===== config.mk =====
export PLATFORM = sky130hd
export DESIGN_NAME = cart_loader_top
export DESIGN_NICKNAME = d
export VERILOG_FILES = /design/src/cart_pkg.sv /design/src/cart_load_parser.sv /design/src/cheat_code_assembler.sv /design/src/ram_clear_fill.sv /design/src/backup_sector_seq.sv /design/src/cart_loader_top.sv
export SDC_FILE = /design/constraint.sdc
export NUM_CORES = 1
export LEC_CHECK = 0
export BUFFER_PORTS_ARGS = -buffer_cell sky130_fd_sc_hd__buf_2
export CAP_MARGIN = 40
export CORE_ASPECT_RATIO = 1.4
export CORE_MARGIN = 2
export CORE_UTILIZATION = 47
export DETAILED_ROUTE_END_ITERATION = 8
export PLACE_DENSITY = 0.85
export SETUP_SLACK_MARGIN = 0.5
export SLEW_MARGIN = 20
export SYNTH_ARGS = -nofsm -noshare
export SYNTH_HDL_FRONTEND = slang
export SYNTH_HIERARCHICAL = 1
export SYNTH_SLANG_ARGS = --single-unit

===== constraint.sdc =====
create_clock -name clk_sys -period 2.9 [get_ports clk_sys]
set_clock_uncertainty 0.2 [all_clocks]
set_input_delay 0.145 -clock clk_sys [delete_from_list [all_inputs] [get_ports clk_sys]]
set_output_delay 0.145 -clock clk_sys [all_outputs]
set_load 0.02 [all_outputs]

===== src/cart_pkg.sv =====
// Shared widths, header offsets and fill bytes for the cartridge loader
// Header offsets are byte addresses within the ROM image, before any copier header
`default_nettype none

package cart_pkg;

	// ====================
	// Download and header types
	typedef logic [24:0]  dl_addr_t;
	typedef logic [15:0]  dl_word_t;
	typedef logic [7:0]   dl_index_t;
	typedef logic [23:0]  mem_mask_t;
	typedef logic [7:0]   rom_type_t;
	typedef logic [3:0]   size_code_t;
	typedef logic [2:0]   header_mode_t;
	typedef logic [1:0]   region_mode_t;

	// ====================
	// Clear, cheat and backup types
	typedef logic [16:0]  fill_addr_t;
	typedef logic [1:0]   fill_pattern_t;
	typedef logic [127:0] cheat_code_t;
	typedef logic [31:0]  sector_t;
	typedef logic [63:0]  img_size_t;

	typedef enum logic [1:0] {
		BK_IDLE,
		BK_REQ,
		BK_ACK
	} bk_state_t;

	// Copier header in front of the image
	localparam dl_addr_t COPIER_HDR = 25'd512;

	// Size bytes in the internal header, one pair per mapping
	localparam dl_addr_t LOROM_SIZE_OFS = 25'h007FD6;
	localparam dl_addr_t LOROM_RAM_OFS  = 25'h007FD8;
	localparam dl_addr_t HIROM_SIZE_OFS = 25'h00FFD6;
	localparam dl_addr_t HIROM_RAM_OFS  = 25'h00FFD8;
	localparam dl_addr_t EXHI_SIZE_OFS  = 25'h40FFD6;
	localparam dl_addr_t EXHI_RAM_OFS   = 25'h40FFD8;

	localparam size_code_t DEFAULT_ROM_SIZE = 4'hC;
	localparam int         SECTOR_SHIFT     = 9;

	// Work RAM fill bytes
	localparam logic [7:0] FILL_66 = 8'h66;
	localparam logic [7:0] FILL_99 = 8'h99;
	localparam logic [7:0] FILL_FF = 8'hFF;
	localparam logic [7:0] FILL_00 = 8'h00;
	localparam logic [7:0] FILL_55 = 8'h55;

endpackage

`default_nettype wire


===== src/cart_load_parser.sv =====
// Header size fields are taken from the word written at each offset; masks lag one write
// pal only tracks region settings while no cartridge is loading
`timescale 1ns/1ps
`default_nettype none

module cart_load_parser (
	input  wire                          clk_sys,
	input  wire                          reset,
	input  wire                          dl_active,
	input  wire cart_pkg::dl_index_t     dl_index,
	input  wire                          dl_wr,
	input  wire cart_pkg::dl_addr_t      dl_addr,
	input  wire cart_pkg::dl_word_t      dl_data,
	input  wire cart_pkg::header_mode_t  header_mode,
	input  wire cart_pkg::region_mode_t  region_mode,
	output logic                         cart_loading,
	output logic                         code_loading,
	output logic                         load_start,
	output logic                         load_end,
	output cart_pkg::rom_type_t          rom_type,
	output cart_pkg::mem_mask_t          rom_mask,
	output cart_pkg::mem_mask_t          ram_mask,
	output logic                         pal
);

	logic                 code_index;
	logic                 cart_loading_q;
	logic                 cart_wr;
	logic                 hdr_fixed;
	logic                 rom_region;
	cart_pkg::size_code_t rom_size;
	cart_pkg::size_code_t ram_size;
	cart_pkg::dl_addr_t   size_ofs;
	cart_pkg::dl_addr_t   ram_ofs;

	// Index all ones carries cheat codes
	assign code_index   = &dl_index;
	assign cart_loading = dl_active & ~code_index;
	assign code_loading = dl_active & code_index;
	assign load_start   = cart_loading & ~cart_loading_q;
	assign load_end     = cart_loading_q & ~cart_loading;
	assign cart_wr      = cart_loading & dl_wr;

	// Header offsets for forced mappings, shifted past the copier header
	always_comb begin
		hdr_fixed = 1'b1;
		size_ofs  = '0;
		ram_ofs   = '0;
		case (header_mode)
			3'd2: begin
				size_ofs = cart_pkg::LOROM_SIZE_OFS + cart_pkg::COPIER_HDR;
				ram_ofs  = cart_pkg::LOROM_RAM_OFS + cart_pkg::COPIER_HDR;
			end
			3'd3: begin
				size_ofs = cart_pkg::HIROM_SIZE_OFS + cart_pkg::COPIER_HDR;
				ram_ofs  = cart_pkg::HIROM_RAM_OFS + cart_pkg::COPIER_HDR;
			end
			3'd4: begin
				size_ofs = cart_pkg::EXHI_SIZE_OFS + cart_pkg::COPIER_HDR;
				ram_ofs  = cart_pkg::EXHI_RAM_OFS + cart_pkg::COPIER_HDR;
			end
			default: hdr_fixed = 1'b0;
		endcase
	end

	always_ff @(posedge clk_sys) begin
		if (reset) begin
			cart_loading_q <= 1'b0;
			rom_size       <= cart_pkg::DEFAULT_ROM_SIZE;
			ram_size       <= '0;
			rom_region     <= 1'b0;
			rom_type       <= '0;
			rom_mask       <= '0;
			ram_mask       <= '0;
			pal            <= 1'b0;
		end else begin
			cart_loading_q <= cart_loading;
			if (cart_wr) begin
				if (dl_addr == '0) begin
					rom_size <= cart_pkg::DEFAULT_ROM_SIZE;
					ram_size <= '0;
					// Auto mode: loader packs both size codes into the low byte
					if (header_mode == 3'd0 && dl_data[7:0] != 8'h00) begin
						ram_size <= dl_data[7:4];
						rom_size <= dl_data[3:0];
					end
					case (header_mode)
						3'd1, 3'd2: rom_type <= 8'd0;
						3'd3:       rom_type <= 8'd1;
						3'd4:       rom_type <= 8'd2;
						default:    rom_type <= dl_data[15:8];
					endcase
				end
				if (dl_addr == 25'd2)
					rom_region <= dl_data[8];
				if (hdr_fixed && dl_addr == size_ofs)
					rom_size <= dl_data[11:8];
				if (hdr_fixed && dl_addr == ram_ofs)
					ram_size <= dl_data[3:0];
				// Sizes are 1 KB shifted by the code
				rom_mask <= (cart_pkg::mem_mask_t'(1024) << rom_size) - 24'd1;
				ram_mask <= (ram_size != '0) ?
					(cart_pkg::mem_mask_t'(1024) << ram_size) - 24'd1 : '0;
			end
			if (!cart_loading)
				pal <= (region_mode == '0) ? rom_region : region_mode[1];
		end
	end

endmodule

`default_nettype wire


===== src/cheat_code_assembler.sv =====
// Words land by address modulo 16; a partial code stays until overwritten
`timescale 1ns/1ps
`default_nettype none

module cheat_code_assembler (
	input  wire                     clk_sys,
	input  wire                     reset,
	input  wire                     code_loading,
	input  wire                     cart_loading,
	input  wire                     dl_wr,
	input  wire cart_pkg::dl_addr_t dl_addr,
	input  wire cart_pkg::dl_word_t dl_data,
	output cart_pkg::cheat_code_t   cheat_code,
	output logic                    cheat_valid,
	output logic                    cheat_clear
);

	logic code_wr;
	logic clear_q;

	assign code_wr = code_loading & dl_wr;

	// Cheat list is flushed by a new cart or a fresh code file
	assign cheat_clear = clear_q | cart_loading;

	always_ff @(posedge clk_sys) begin
		if (reset) begin
			cheat_valid <= 1'b0;
			clear_q     <= 1'b0;
		end else begin
			cheat_valid <= code_wr && dl_addr[3:0] == 4'd14;
			clear_q     <= code_wr && dl_addr == '0;
		end
	end

	// Layout from the top: flags, address, compare, replace
	always_ff @(posedge clk_sys) begin
		if (code_wr) begin
			case (dl_addr[3:0])
				4'd0:  cheat_code[111:96]  <= dl_data;
				4'd2:  cheat_code[127:112] <= dl_data;
				4'd4:  cheat_code[79:64]   <= dl_data;
				4'd6:  cheat_code[95:80]   <= dl_data;
				4'd8:  cheat_code[47:32]   <= dl_data;
				4'd10: cheat_code[63:48]   <= dl_data;
				4'd12: cheat_code[15:0]    <= dl_data;
				4'd14: cheat_code[31:16]   <= dl_data;
				default: ;
			endcase
		end
	end

endmodule

`default_nettype wire


===== src/ram_clear_fill.sv =====
// Sweeps all 128K work RAM addresses once per load; fill_data is valid only while active
`timescale 1ns/1ps
`default_nettype none

module ram_clear_fill (
	input  wire                          clk_sys,
	input  wire                          reset,
	input  wire                          load_start,
	input  wire cart_pkg::fill_pattern_t fill_pattern,
	output logic                         fill_active,
	output cart_pkg::fill_addr_t         fill_addr,
	output logic [7:0]                   fill_data
);

	// ====================
	// Address sweep
	always_ff @(posedge clk_sys) begin
		if (reset) begin
			fill_active <= 1'b0;
			fill_addr   <= '0;
		end else begin
			if (load_start)
				fill_active <= 1'b1;
			else if (fill_active && &fill_addr)
				fill_active <= 1'b0;

			// Wraps back to 0 after the last address
			if (fill_active)
				fill_addr <= fill_addr + 17'd1;
			else
				fill_addr <= '0;
		end
	end

	// ====================
	// Power-on patterns of different console revisions
	always_comb begin
		case (fill_pattern)
			2'd0: begin
				fill_data = (fill_addr[8] ^ fill_addr[2]) ?
					cart_pkg::FILL_66 : cart_pkg::FILL_99;
			end
			2'd1: begin
				fill_data = (fill_addr[9] ^ fill_addr[0]) ?
					cart_pkg::FILL_FF : cart_pkg::FILL_00;
			end
			2'd2:    fill_data = cart_pkg::FILL_55;
			default: fill_data = cart_pkg::FILL_FF;
		endcase
	end

endmodule

`default_nettype wire


===== src/backup_sector_seq.sv =====
// Moves backup RAM in 512-byte sectors; the SD side must pulse sd_ack once per sector
// Requests are ignored unless a writable image was mounted during the last cart load
`timescale 1ns/1ps
`default_nettype none

module backup_sector_seq (
	input  wire                       clk_sys,
	input  wire                       reset,
	input  wire                       cart_loading,
	input  wire                       load_start,
	input  wire                       load_end,
	input  wire cart_pkg::mem_mask_t  ram_mask,
	input  wire                       img_mounted,
	input  wire                       img_readonly,
	input  wire cart_pkg::img_size_t  img_size,
	input  wire                       bk_load_req,
	input  wire                       bk_save_req,
	input  wire                       autosave,
	input  wire                       osd_open,
	input  wire                       bsram_write,
	input  wire                       sd_ack,
	output cart_pkg::sector_t         sd_lba,
	output logic                      sd_rd,
	output logic                      sd_wr,
	output logic                      bk_ena,
	output logic                      bk_pending,
	output logic                      bk_loading,
	output logic                      bk_busy
);

	cart_pkg::bk_state_t state;
	cart_pkg::sector_t   last_sector;
	logic                save_cond;
	logic                load_q;
	logic                save_q;
	logic                ack_q;
	logic                load_rise;
	logic                save_rise;
	logic                ack_rise;
	logic                ack_fall;
	logic                auto_load;

	// Autosave fires when the menu opens with unsaved changes
	assign save_cond   = bk_save_req | (bk_pending & osd_open & autosave);
	assign load_rise   = bk_load_req & ~load_q;
	assign save_rise   = save_cond & ~save_q;
	assign ack_rise    = sd_ack & ~ack_q;
	assign ack_fall    = ack_q & ~sd_ack;
	assign auto_load   = load_end & (img_size != '0);
	assign last_sector = cart_pkg::sector_t'(ram_mask >> cart_pkg::SECTOR_SHIFT);
	assign bk_busy     = state != cart_pkg::BK_IDLE;

	// ====================
	// Enable and pending flag
	always_ff @(posedge clk_sys) begin
		if (reset) begin
			bk_ena     <= 1'b0;
			bk_pending <= 1'b0;
		end else begin
			if (load_start)
				bk_ena <= 1'b0;
			else if (cart_loading && img_mounted && !img_readonly)
				bk_ena <= ram_mask != '0;

			// Writes while the menu is open are not counted
			if (bk_ena && !osd_open && bsram_write)
				bk_pending <= 1'b1;
			else if (bk_busy)
				bk_pending <= 1'b0;
		end
	end

	// ====================
	// Sector transfer FSM
	always_ff @(posedge clk_sys) begin
		if (reset) begin
			state      <= cart_pkg::BK_IDLE;
			load_q     <= 1'b0;
			save_q     <= 1'b0;
			ack_q      <= 1'b0;
			sd_lba     <= '0;
			sd_rd      <= 1'b0;
			sd_wr      <= 1'b0;
			bk_loading <= 1'b0;
		end else begin
			load_q <= bk_load_req;
			save_q <= save_cond;
			ack_q  <= sd_ack;

			case (state)
				cart_pkg::BK_IDLE: begin
					if (bk_ena && (load_rise || save_rise || auto_load)) begin
						// Load wins over save when both arrive together
						state      <= cart_pkg::BK_REQ;
						bk_loading <= load_rise | auto_load;
						sd_lba     <= '0;
						sd_rd      <= load_rise | auto_load;
						sd_wr      <= ~(load_rise | auto_load);
					end
				end
				cart_pkg::BK_REQ: begin
					if (ack_rise) begin
						sd_rd <= 1'b0;
						sd_wr <= 1'b0;
						state <= cart_pkg::BK_ACK;
					end
				end
				cart_pkg::BK_ACK: begin
					if (ack_fall) begin
						if (sd_lba >= last_sector) begin
							state      <= cart_pkg::BK_IDLE;
							bk_loading <= 1'b0;
						end else begin
							state  <= cart_pkg::BK_REQ;
							sd_lba <= sd_lba + 32'd1;
							sd_rd  <= bk_loading;
							sd_wr  <= ~bk_loading;
						end
					end
				end
				default: state <= cart_pkg::BK_IDLE;
			endcase
		end
	end

endmodule

`default_nettype wire


===== src/cart_loader_top.sv =====
// Loader control path only; memories and the SD buffer port live outside
`timescale 1ns/1ps
`default_nettype none

module cart_loader_top (
	input  wire                          clk_sys,
	input  wire                          reset,
	// Download port
	input  wire                          dl_active,
	input  wire cart_pkg::dl_index_t     dl_index,
	input  wire                          dl_wr,
	input  wire cart_pkg::dl_addr_t      dl_addr,
	input  wire cart_pkg::dl_word_t      dl_data,
	// Menu settings
	input  wire cart_pkg::header_mode_t  header_mode,
	input  wire cart_pkg::region_mode_t  region_mode,
	input  wire cart_pkg::fill_pattern_t fill_pattern,
	input  wire                          bk_load_req,
	input  wire                          bk_save_req,
	input  wire                          autosave,
	input  wire                          osd_open,
	// Image and SD transfer
	input  wire                          img_mounted,
	input  wire                          img_readonly,
	input  wire cart_pkg::img_size_t     img_size,
	input  wire                          bsram_write,
	input  wire                          sd_ack,
	output cart_pkg::sector_t            sd_lba,
	output logic                         sd_rd,
	output logic                         sd_wr,
	// Cartridge configuration
	output logic                         cart_loading,
	output logic                         code_loading,
	output cart_pkg::rom_type_t          rom_type,
	output cart_pkg::mem_mask_t          rom_mask,
	output cart_pkg::mem_mask_t          ram_mask,
	output logic                         pal,
	// Cheats
	output cart_pkg::cheat_code_t        cheat_code,
	output logic                         cheat_valid,
	output logic                         cheat_clear,
	// Work RAM clear
	output logic                         fill_active,
	output cart_pkg::fill_addr_t         fill_addr,
	output logic [7:0]                   fill_data,
	// Backup status
	output logic                         bk_ena,
	output logic                         bk_pending,
	output logic                         bk_loading,
	output logic                         bk_busy
);

	logic load_start;
	logic load_end;

	cart_load_parser u_parser (
		.clk_sys      (clk_sys),
		.reset        (reset),
		.dl_active    (dl_active),
		.dl_index     (dl_index),
		.dl_wr        (dl_wr),
		.dl_addr      (dl_addr),
		.dl_data      (dl_data),
		.header_mode  (header_mode),
		.region_mode  (region_mode),
		.cart_loading (cart_loading),
		.code_loading (code_loading),
		.load_start   (load_start),
		.load_end     (load_end),
		.rom_type     (rom_type),
		.rom_mask     (rom_mask),
		.ram_mask     (ram_mask),
		.pal          (pal)
	);

	cheat_code_assembler u_cheat (
		.clk_sys      (clk_sys),
		.reset        (reset),
		.code_loading (code_loading),
		.cart_loading (cart_loading),
		.dl_wr        (dl_wr),
		.dl_addr      (dl_addr),
		.dl_data      (dl_data),
		.cheat_code   (cheat_code),
		.cheat_valid  (cheat_valid),
		.cheat_clear  (cheat_clear)
	);

	ram_clear_fill u_fill (
		.clk_sys      (clk_sys),
		.reset        (reset),
		.load_start   (load_start),
		.fill_pattern (fill_pattern),
		.fill_active  (fill_active),
		.fill_addr    (fill_addr),
		.fill_data    (fill_data)
	);

	backup_sector_seq u_backup (
		.clk_sys      (clk_sys),
		.reset        (reset),
		.cart_loading (cart_loading),
		.load_start   (load_start),
		.load_end     (load_end),
		.ram_mask     (ram_mask),
		.img_mounted  (img_mounted),
		.img_readonly (img_readonly),
		.img_size     (img_size),
		.bk_load_req  (bk_load_req),
		.bk_save_req  (bk_save_req),
		.autosave     (autosave),
		.osd_open     (osd_open),
		.bsram_write  (bsram_write),
		.sd_ack       (sd_ack),
		.sd_lba       (sd_lba),
		.sd_rd        (sd_rd),
		.sd_wr        (sd_wr),
		.bk_ena       (bk_ena),
		.bk_pending   (bk_pending),
		.bk_loading   (bk_loading),
		.bk_busy      (bk_busy)
	);

endmodule

`default_nettype wire


==> metrics.md, run 1 <==
| Metric | Value |
|---|---|
| Number of synthesized register bits | 239 |
| CTS H-Tree Depth | 1 |
| DRC | 0 |
| DR vias/cell | 5.81 |
| Hold Vio Cnt, Final | 1 |
| Mapped Avg Cell Area | 11.1 sq um |
| RSZ-0062 raised after global routing | yes |
| # IOs | 385 |
| Total GRT Usage | 26.6% |
| Worst hold slack | -0.00621 ns |
| Clk sink count | 239 |
| ANT nets after route | 0 |
| Synth unique cells | 76 |
| TritonRoute pass-1 iters | 6 |
| Final Critical Period | 2.62 ns |
| Syn nets | 1084 |
| PD cells | 548 nW/um^2 |
| Register area | 6100 sq um |
| Area Growth Syn to Fin | 36.4% |
| Layout cells sized above 1 | 38.5% |
| Worst Setup SP | u_parser/ram_mask[22]$_SDFFE_PP0P_ |
| CTS buffer count | 23 |
| Std cell rows | 64 |
| Synth Flop Type | edfxtp_1 |
| Hold Crit Start | img_mounted |
| Die Ht | 179 um |
| FF-to-FF setup slack | 0.28 ns |
| Worst r2r src | u_parser/ram_mask[22]$_SDFFE_PP0P_ |
| DRT iter0 DRCs | 693 |
| DR WL/cell | 20.0 um |
| Leakage | 5.66 nW |
| Core area | 21700 sq um |
| Vias in the first global route | 9190 |
| Reg2reg path depth | 8 |
| Pin count of the biggest net entering global routing | 52 |
| Clock slew seen by the registers of the worst setup and hold paths | 0.07 ns |
| Hold Path Class | in -> reg |
| Req. time, crit path | 3.11 ns |
| Setup TNS | 0 ns |
| Initial Util | 47.5% |
| Layout net count | 1507 |
| Rel. slew slack | 52.7% |
| # fillers | 1615 |
| Worst vdd ir | 0.703 mV |
| First-pass GRT wire length | 48200 um |
| Total gr overflow | 0 |
| I/O Buffers | 384 |
| Failing checks | negative hold slack |
| R2r endpoint | u_backup/sd_lba[14]$_SDFFE_PP0P_ |
| Worst hold path depth | 4 |
| Post-Syn Area | 10300 sq um |
| CTS max path bufs | 3 |
| Worst skew pair latency | 0.51 ns |
| CP Capture Type | flip-flop |
| Status | finished, violations left |
| Syn Inst Count | 927 |
| Root Buffer | clkbuf_16 |
| DP Wirelength | 22800 um |
| Max Cap Viol | 0 |
| Crit path largest cell delay | 0.60 ns |
| Data arrival time of the critical path | 2.83 ns |
| CTS tree | done |
| Antenna violations before repair | 1 |
| Slowest cell on crit path | or4_4 |
| Fin crit share | 90.4% |
| GP Congestion | 0.974 |
| Max Clock Freq | 0.381 GHz |
| Crit path buf inv count | 1 |
| Multi-input gate area | 4050 sq um |
| Cells along the critical path | inv_4 -> ha_4 -> nand4b_1 -> or4_4 -> o2111ai_4 -> o21a_4 -> o31ai_1 -> a21oi_1 |
| Die area | 23100 sq um |
| Final Max Slew Viols | 0 |
| Detailed-route wire length | 33200 um |
| Worst hold endpoint | u_backup/bk_ena$_SDFFE_PP0P_ |
| # setup viols final | 0 |
| Crit path kind | reg -> reg |
| Die Wd | 129 um |
| Top cell family by delay on the critical path | compound AO/OA/AOI/OAI gates |
| Fin util | 64.8% |
| Least-Margin Pin Slew | 0.708 ns |
| Syn. warnings | 6 |
| Via Count | 9661 |
| Seq/Total Area, Yosys | 58.9% |
| Ys async rst share | 0% |
| Number of flops mapped to enable cells by yosys | 128 |
| Max FO, Critical Path | 7 |
| Setup crit start kind | flip-flop |
-- state kept, by name (all words and copies together), names as in the netlist, 2 cells and up --
name / count
u_parser/rom_type: 8
u_parser/rom_mask: 15
u_cheat/cheat_code: 128
u_parser/ram_size: 4
u_parser/ram_mask: 15
u_parser/rom_size: 4
u_backup/sd_lba: 32
u_fill/fill_addr: 17
u_backup/state: 2
-- layer usage --
metal  track usage (%)  routed length (um)  vias to the layer above
met5                 0                   0                        -
met4              13.9                1730                        0
met3              3.61                2750                      143
met2              51.9               17900                      650
met1              26.9               10900                     4518
li1                  -                   -                     4350
-- cells in the final DEF (no fill, tap or decap), drive strengths merged, types with 5 or more instances in the layout --
| cell type | count |
|---|---|
| buf | 408 |
| edfxtp | 128 |
| dfxtp | 111 |
| a21oi | 76 |
| nor2 | 63 |
| nand2 | 58 |
| dlygate4sd3 | 47 |
| nor4 | 46 |
| inv | 33 |
| or4 | 31 |
| nand3 | 27 |
| clkbuf | 27 |
| o21ai | 27 |
| ha | 25 |
| and2 | 23 |
| nand4 | 22 |
| o31ai | 20 |
| nor3 | 18 |
| nor2b | 14 |
| or3 | 13 |
| nand2b | 11 |
| a211oi | 10 |
| o21a | 9 |
| a311oi | 8 |
| and3 | 6 |
| mux2i | 6 |
| nor3b | 6 |
| o41ai | 6 |
| clkinv | 6 |
| bufinv | 5 |
| nand4b | 5 |
| and4 | 5 |
| a31oi | 5 |
-- kinds of logic after synthesis --
| group | share of synthesized area [%] |
|---|---|
| AO/OA/AOI/OAI | 12.1 |
| flip-flops | 58.9 |
| multiplexers | 1.02 |
| adder cells (fa/ha/maj) | 3.04 |
| buffers and inverters | 4.52 |
| XOR/XNOR | 0.595 |
| AND/OR/NAND/NOR | 19.9 |
-- through the flow --
stage                     setup slack [ns]  cell area, sq um  std cells  total power [W]  hold slack [ns]
final                                0.279             14100       1664          0.00771         -0.00621
after global routing                 0.243             14100       1664          0.00792           0.0341
after CTS                            0.418             13900       1661          0.00770          0.00940
after detailed placement             0.126             12500       1567          0.00441            0.183
after global placement               0.126             12500       1567          0.00439            0.180
after floorplan                      0.448             10400        927          0.00416           0.0166
-- worst max-delay path by stage --
stage / cells after the start / slack, ns / to
floorplan: 9 / 0.45 / u_backup/sd_lba[12]$_SDFFE_PP0P_
global route: 8 / 0.24 / u_backup/sd_lba[14]$_SDFFE_PP0P_
detailed placement: 8 / 0.13 / u_backup/sd_lba[15]$_SDFFE_PP0P_
CTS: 8 / 0.42 / u_backup/sd_lba[8]$_SDFFE_PP0P_
finish: 8 / 0.28 / u_backup/sd_lba[14]$_SDFFE_PP0P_
global placement: 8 / 0.13 / u_backup/sd_lba[18]$_SDFFE_PP0P_
-- cell type report --
class / count / area share [%]
timing repair buffer: 456 / 18.4
inverter: 33 / 0.926
sequential: 239 / 43.4
clock buffer: 26 / 4.17
tap: 297 / 2.64
multi-input combinational: 597 / 28.8
antenna: 1 / 0.0178
clock inverter: 15 / 1.58
-- repair_timing --
action,CTS,global route
buffers inserted,3,2
endpoints found under the setup margin,20,44
pin swaps,23,13
gates resized for setup,23,21
gates cloned,3,0
hold buffers,47,0
hold endpoints to repair,168,0
-- where the power goes --
part | switching (W) | leakage [nW] | internal, W
sequential | 0.0000345 | 2.06 | 0.00359
combinational | 0.000551 | 3.22 | 0.000328
clock | 0.00129 | 0.384 | 0.00192
total | 0.00187 | 5.66 | 0.00583
-- cells in the mapped netlist, types with 20 or more instances --
| master | count | share of area (%) |
|---|---|---|
| edfxtp_1 | 128 | 37 |
| dfxtp_1 | 111 | 22 |
| a21oi_1 | 76 | 3.7 |
| nor2_1 | 62 | 2.3 |
| nand2_1 | 58 | 2.1 |
| nor4_1 | 46 | 2.8 |
| inv_1 | 32 | 1.2 |
| clkbuf_1 | 29 | 1.1 |
| nand3_1 | 26 | 1.3 |
| or4_1 | 26 | 1.9 |
| buf_4 | 25 | 1.8 |
| ha_1 | 25 | 3.0 |
| and2_1 | 23 | 1.4 |
| o21ai_0 | 23 | 1.1 |
| nand4_1 | 21 | 1.3 |
| o31ai_1 | 20 | 1.5 |
-- worst min-delay path: stages --
cell and delay [ns]:
buf_2 0.08, nand3b_1 0.13, nor3_1 0.20, a2111oi_0 0.08
Power figures use the tool's default switching activity.
==> run 2: changes to the inputs <==
Settings changed: CORE_MARGIN 2 to 8.
==> run 2 against run 1 <==
  * The flow now finishes without violations
  * Combinational power rose by 3.2%
  * Clock power fell by 9.7%
  * Sequential cell count did not move
  * Sequential share of layout area fell by 0.35 points
  * Total power fell by 3.7%
  * Worst hold slack improved by 0.033 ns
  * Sequential power barely moved
  * Critical endpoint is now u_backup/sd_lba[7]$_SDFFE_PP0P_
  * Largest power group unchanged
==> metrics.md, run 2 (synthesis results as in run 1) <==
| Metric | Value |
|---|---|
| Std cell rows | 64 (unchanged) |
| Number of diodes | 0 (was 1) |
| CTS max path bufs | 3 (unchanged) |
| Final Critical Period | 2.63 ns (was 2.62 ns) |
| Sw Pwr | 0.00189 W (was 0.00187 W) |
| Setup TNS | 0 ns (unchanged) |
| Worst r2r src | u_parser/ram_mask[23]$_SDFFE_PP0P_ (was u_parser/ram_mask[22]$_SDFFE_PP0P_) |
| Leakage | 5.75 nW (was 5.66 nW) |
| Clock power share | 39.0% (was 41.6%) |
| Placed inst area | 12500 sq um (about the same) |
| Total gr overflow | 0 (unchanged) |
| Crit path kind | reg -> reg (unchanged) |
| Least-Margin Pin Slew | 0.696 ns (was 0.708 ns) |
| Gate power share | 12.2% (was 11.4%) |
| Pin count of the biggest net entering global routing | 35 (was 52) |
| CP Capture Type | flip-flop (unchanged) |
| Status | completed (was finished, violations left) |
| Commonest cells after routing, fill and taps aside | buf_2 (385), edfxtp_1 (128), dfxtp_1 (86) (was buf_2 (384), edfxtp_1 (128), dfxtp_1 (93)) |
| Clk sink count | 239 (unchanged) |
| Number of flip-flops in the largest register | 128 (unchanged) |
| CTS H-Tree Depth | 1 (unchanged) |
| Layout cells sized above 1 | 41.1% (was 38.5%) |
| Data arrival time of the critical path | 2.86 ns (was 2.83 ns) |
| Internal power | 0.00553 W (was 0.00583 W) |
| Setup crit start kind | flip-flop (unchanged) |
| Area Growth Syn to Fin | 38.1% (was 36.4%) |
| Max Clock Freq | 0.381 GHz (about the same) |
| GP Congestion | 0.921 (was 0.974) |
| Core area | 21700 sq um (unchanged) |
| Die Wd | 141 um (was 129 um) |
| DP Wirelength | 25100 um (was 22800 um) |
| Worst skew pair latency | 0.51 ns (about the same) |
| Final Max Slew Viols | 0 (unchanged) |
| Max FO, Critical Path | 7 (unchanged) |
| DR vias/cell | 5.86 (was 5.81) |
| Hold Crit Start | dl_wr (was img_mounted) |
| Req. time, crit path | 3.13 ns (was 3.11 ns) |
| I/O Buffers | 384 (unchanged) |
| # IOs | 385 (unchanged) |
| Non-filler cells, final | 1685 (was 1664) |
| Post-route cell area | 14200 sq um (was 14100 sq um) |
| DRT iter0 DRCs | 926 (was 693) |
| First-pass GRT wire length | 53100 um (was 48200 um) |
| Inst Count DP | 1570 (was 1567) |
| TritonRoute pass-1 iters | 7 (was 6) |
| Fin util | 65.6% (was 64.8%) |
| DRC | 0 (unchanged) |
| Die Ht | 191 um (was 179 um) |
| Clock slew seen by the registers of the worst setup and hold paths | 0.07 ns (about the same) |
| Detailed-route wire length | 36400 um (was 33200 um) |
| Die area | 27000 sq um (was 23100 sq um) |
| Hold Path Class | in -> reg (unchanged) |
| Max Cap Viol | 0 (unchanged) |
| # setup viols final | 0 (unchanged) |
| PD cells | 521 nW/um^2 (was 548 nW/um^2) |
| Regs by FF count | u_cheat/cheat_code x128, u_backup/sd_lba x32, u_fill/fill_addr x17 (unchanged) |
| Sequential Power Share | 48.8% (was 47.0%) |
| DR WL/cell | 21.6 um (was 20.0 um) |
| Net Sw Frac | 25.5% (was 24.3%) |
| CTS tree | done (unchanged) |
| CTS buffer count | 23 (unchanged) |
| Worst vdd ir | 0.593 mV (was 0.703 mV) |
| Total GRT Usage | 24.6% (was 26.6%) |
| RSZ-0062 raised after global routing | yes (unchanged) |
| Layout net count | 1528 (was 1507) |
| # fillers | 1564 (was 1615) |
| Largest Register | u_cheat/cheat_code (unchanged) |
| Most common cell after layout, fill and taps aside | buf_2 (unchanged) |
| Hold Vio Cnt, Final | 0 (was 1) |
| Root Buffer | clkbuf_16 (unchanged) |
| Initial Util | 47.5% (unchanged) |
| Rel. slew slack | 53.5% (was 52.7%) |
| ANT nets after route | 0 (unchanged) |
| Fin crit share | 90.6% (was 90.4%) |
| Worst Setup SP | u_parser/ram_mask[23]$_SDFFE_PP0P_ (was u_parser/ram_mask[22]$_SDFFE_PP0P_) |
| Vias in the first global route | 9959 (was 9190) |
| Antenna violations before repair | 0 (was 1) |
| Via Count | 9875 (was 9661) |
run 2: cell count changes in the layout (fill, tap and decap cells not counted), sizes merged:
cell / previous run / this run
inv: 33 / 34
clkinvlp: 4 / 6
bufinv: 5 / 1
diode: 1 / 0
clkbuf: 27 / 28
buf: 408 / 430
run 2: layout make-up:
cell class              instances  area (sq um)  share of cell area (%)
multi-input cells             597          4130                    29.0
clock inverters                14           115                   0.809
flip-flops and latches        239          6130                    43.1
clock buffers                  28           614                    4.32
well taps                     297           372                    2.61
inverters                      33           128                   0.897
repair buffers                477          2750                    19.3
run 2: metrics by stage:
step,worst slack (ns),total power (W),hold WS [ns]
floorplan,0.448,0.00416,0.0166
global placement,0.263,0.00440,0.192
detailed placement,0.256,0.00442,0.193
CTS,0.419,0.00742,0.00452
global route,0.250,0.00764,0.0468
finish,0.273,0.00742,0.0268
run 2: power groups by stage:
stage                     clock network [W]  logic (W)  registers [W]
after global routing                0.00307   0.000955        0.00362
after detailed placement                  0   0.000720        0.00370
after CTS                           0.00295   0.000848        0.00362
after global placement                    0   0.000697        0.00370
final                               0.00289   0.000907        0.00362
after floorplan                           0   0.000433        0.00373
run 2: path summary, 6_finish.rpt:
check | end | slack [ns] | depth (start not counted)
min | u_parser/ram_mask[20]$_SDFFE_PP0P_ | 0.03 | 5
max | u_backup/sd_lba[7]$_SDFFE_PP0P_ | 0.27 | 8
max reg2reg | u_backup/sd_lba[7]$_SDFFE_PP0P_ | 0.27 | 8
min reg2reg | u_parser/rom_type[6]$_SDFFE_PP0P_ | 0.25 | 2
run 2: critical path: stages (launching register included):
cell and delay (ns):
dfxtp_4 0.36, inv_2 0.05, ha_4 0.14, or4_4 0.42, nor2_4 0.15, o2111ai_4 0.19, o21a_4 0.28, or4b_1 0.55
a21oi_1 0.20
run 2: timing repair:
item / 4_1_cts / 5_1_grt
setup endpoints to repair: 20 / 45
hold buffers: 47 / 0
gates resized for setup: 34 / 37
gates cloned: 3 / 0
pin swaps: 43 / 36
setup buffers: 8 / 15
endpoints found under the hold margin: 168 / 0
run 2: layer usage:
layer / wire [um] / track usage (%)
met5: 0 / 0
met1: 12100 / 24.2
met3: 3530 / 5.40
met4: 1750 / 10.7
met2: 19000 / 48.2
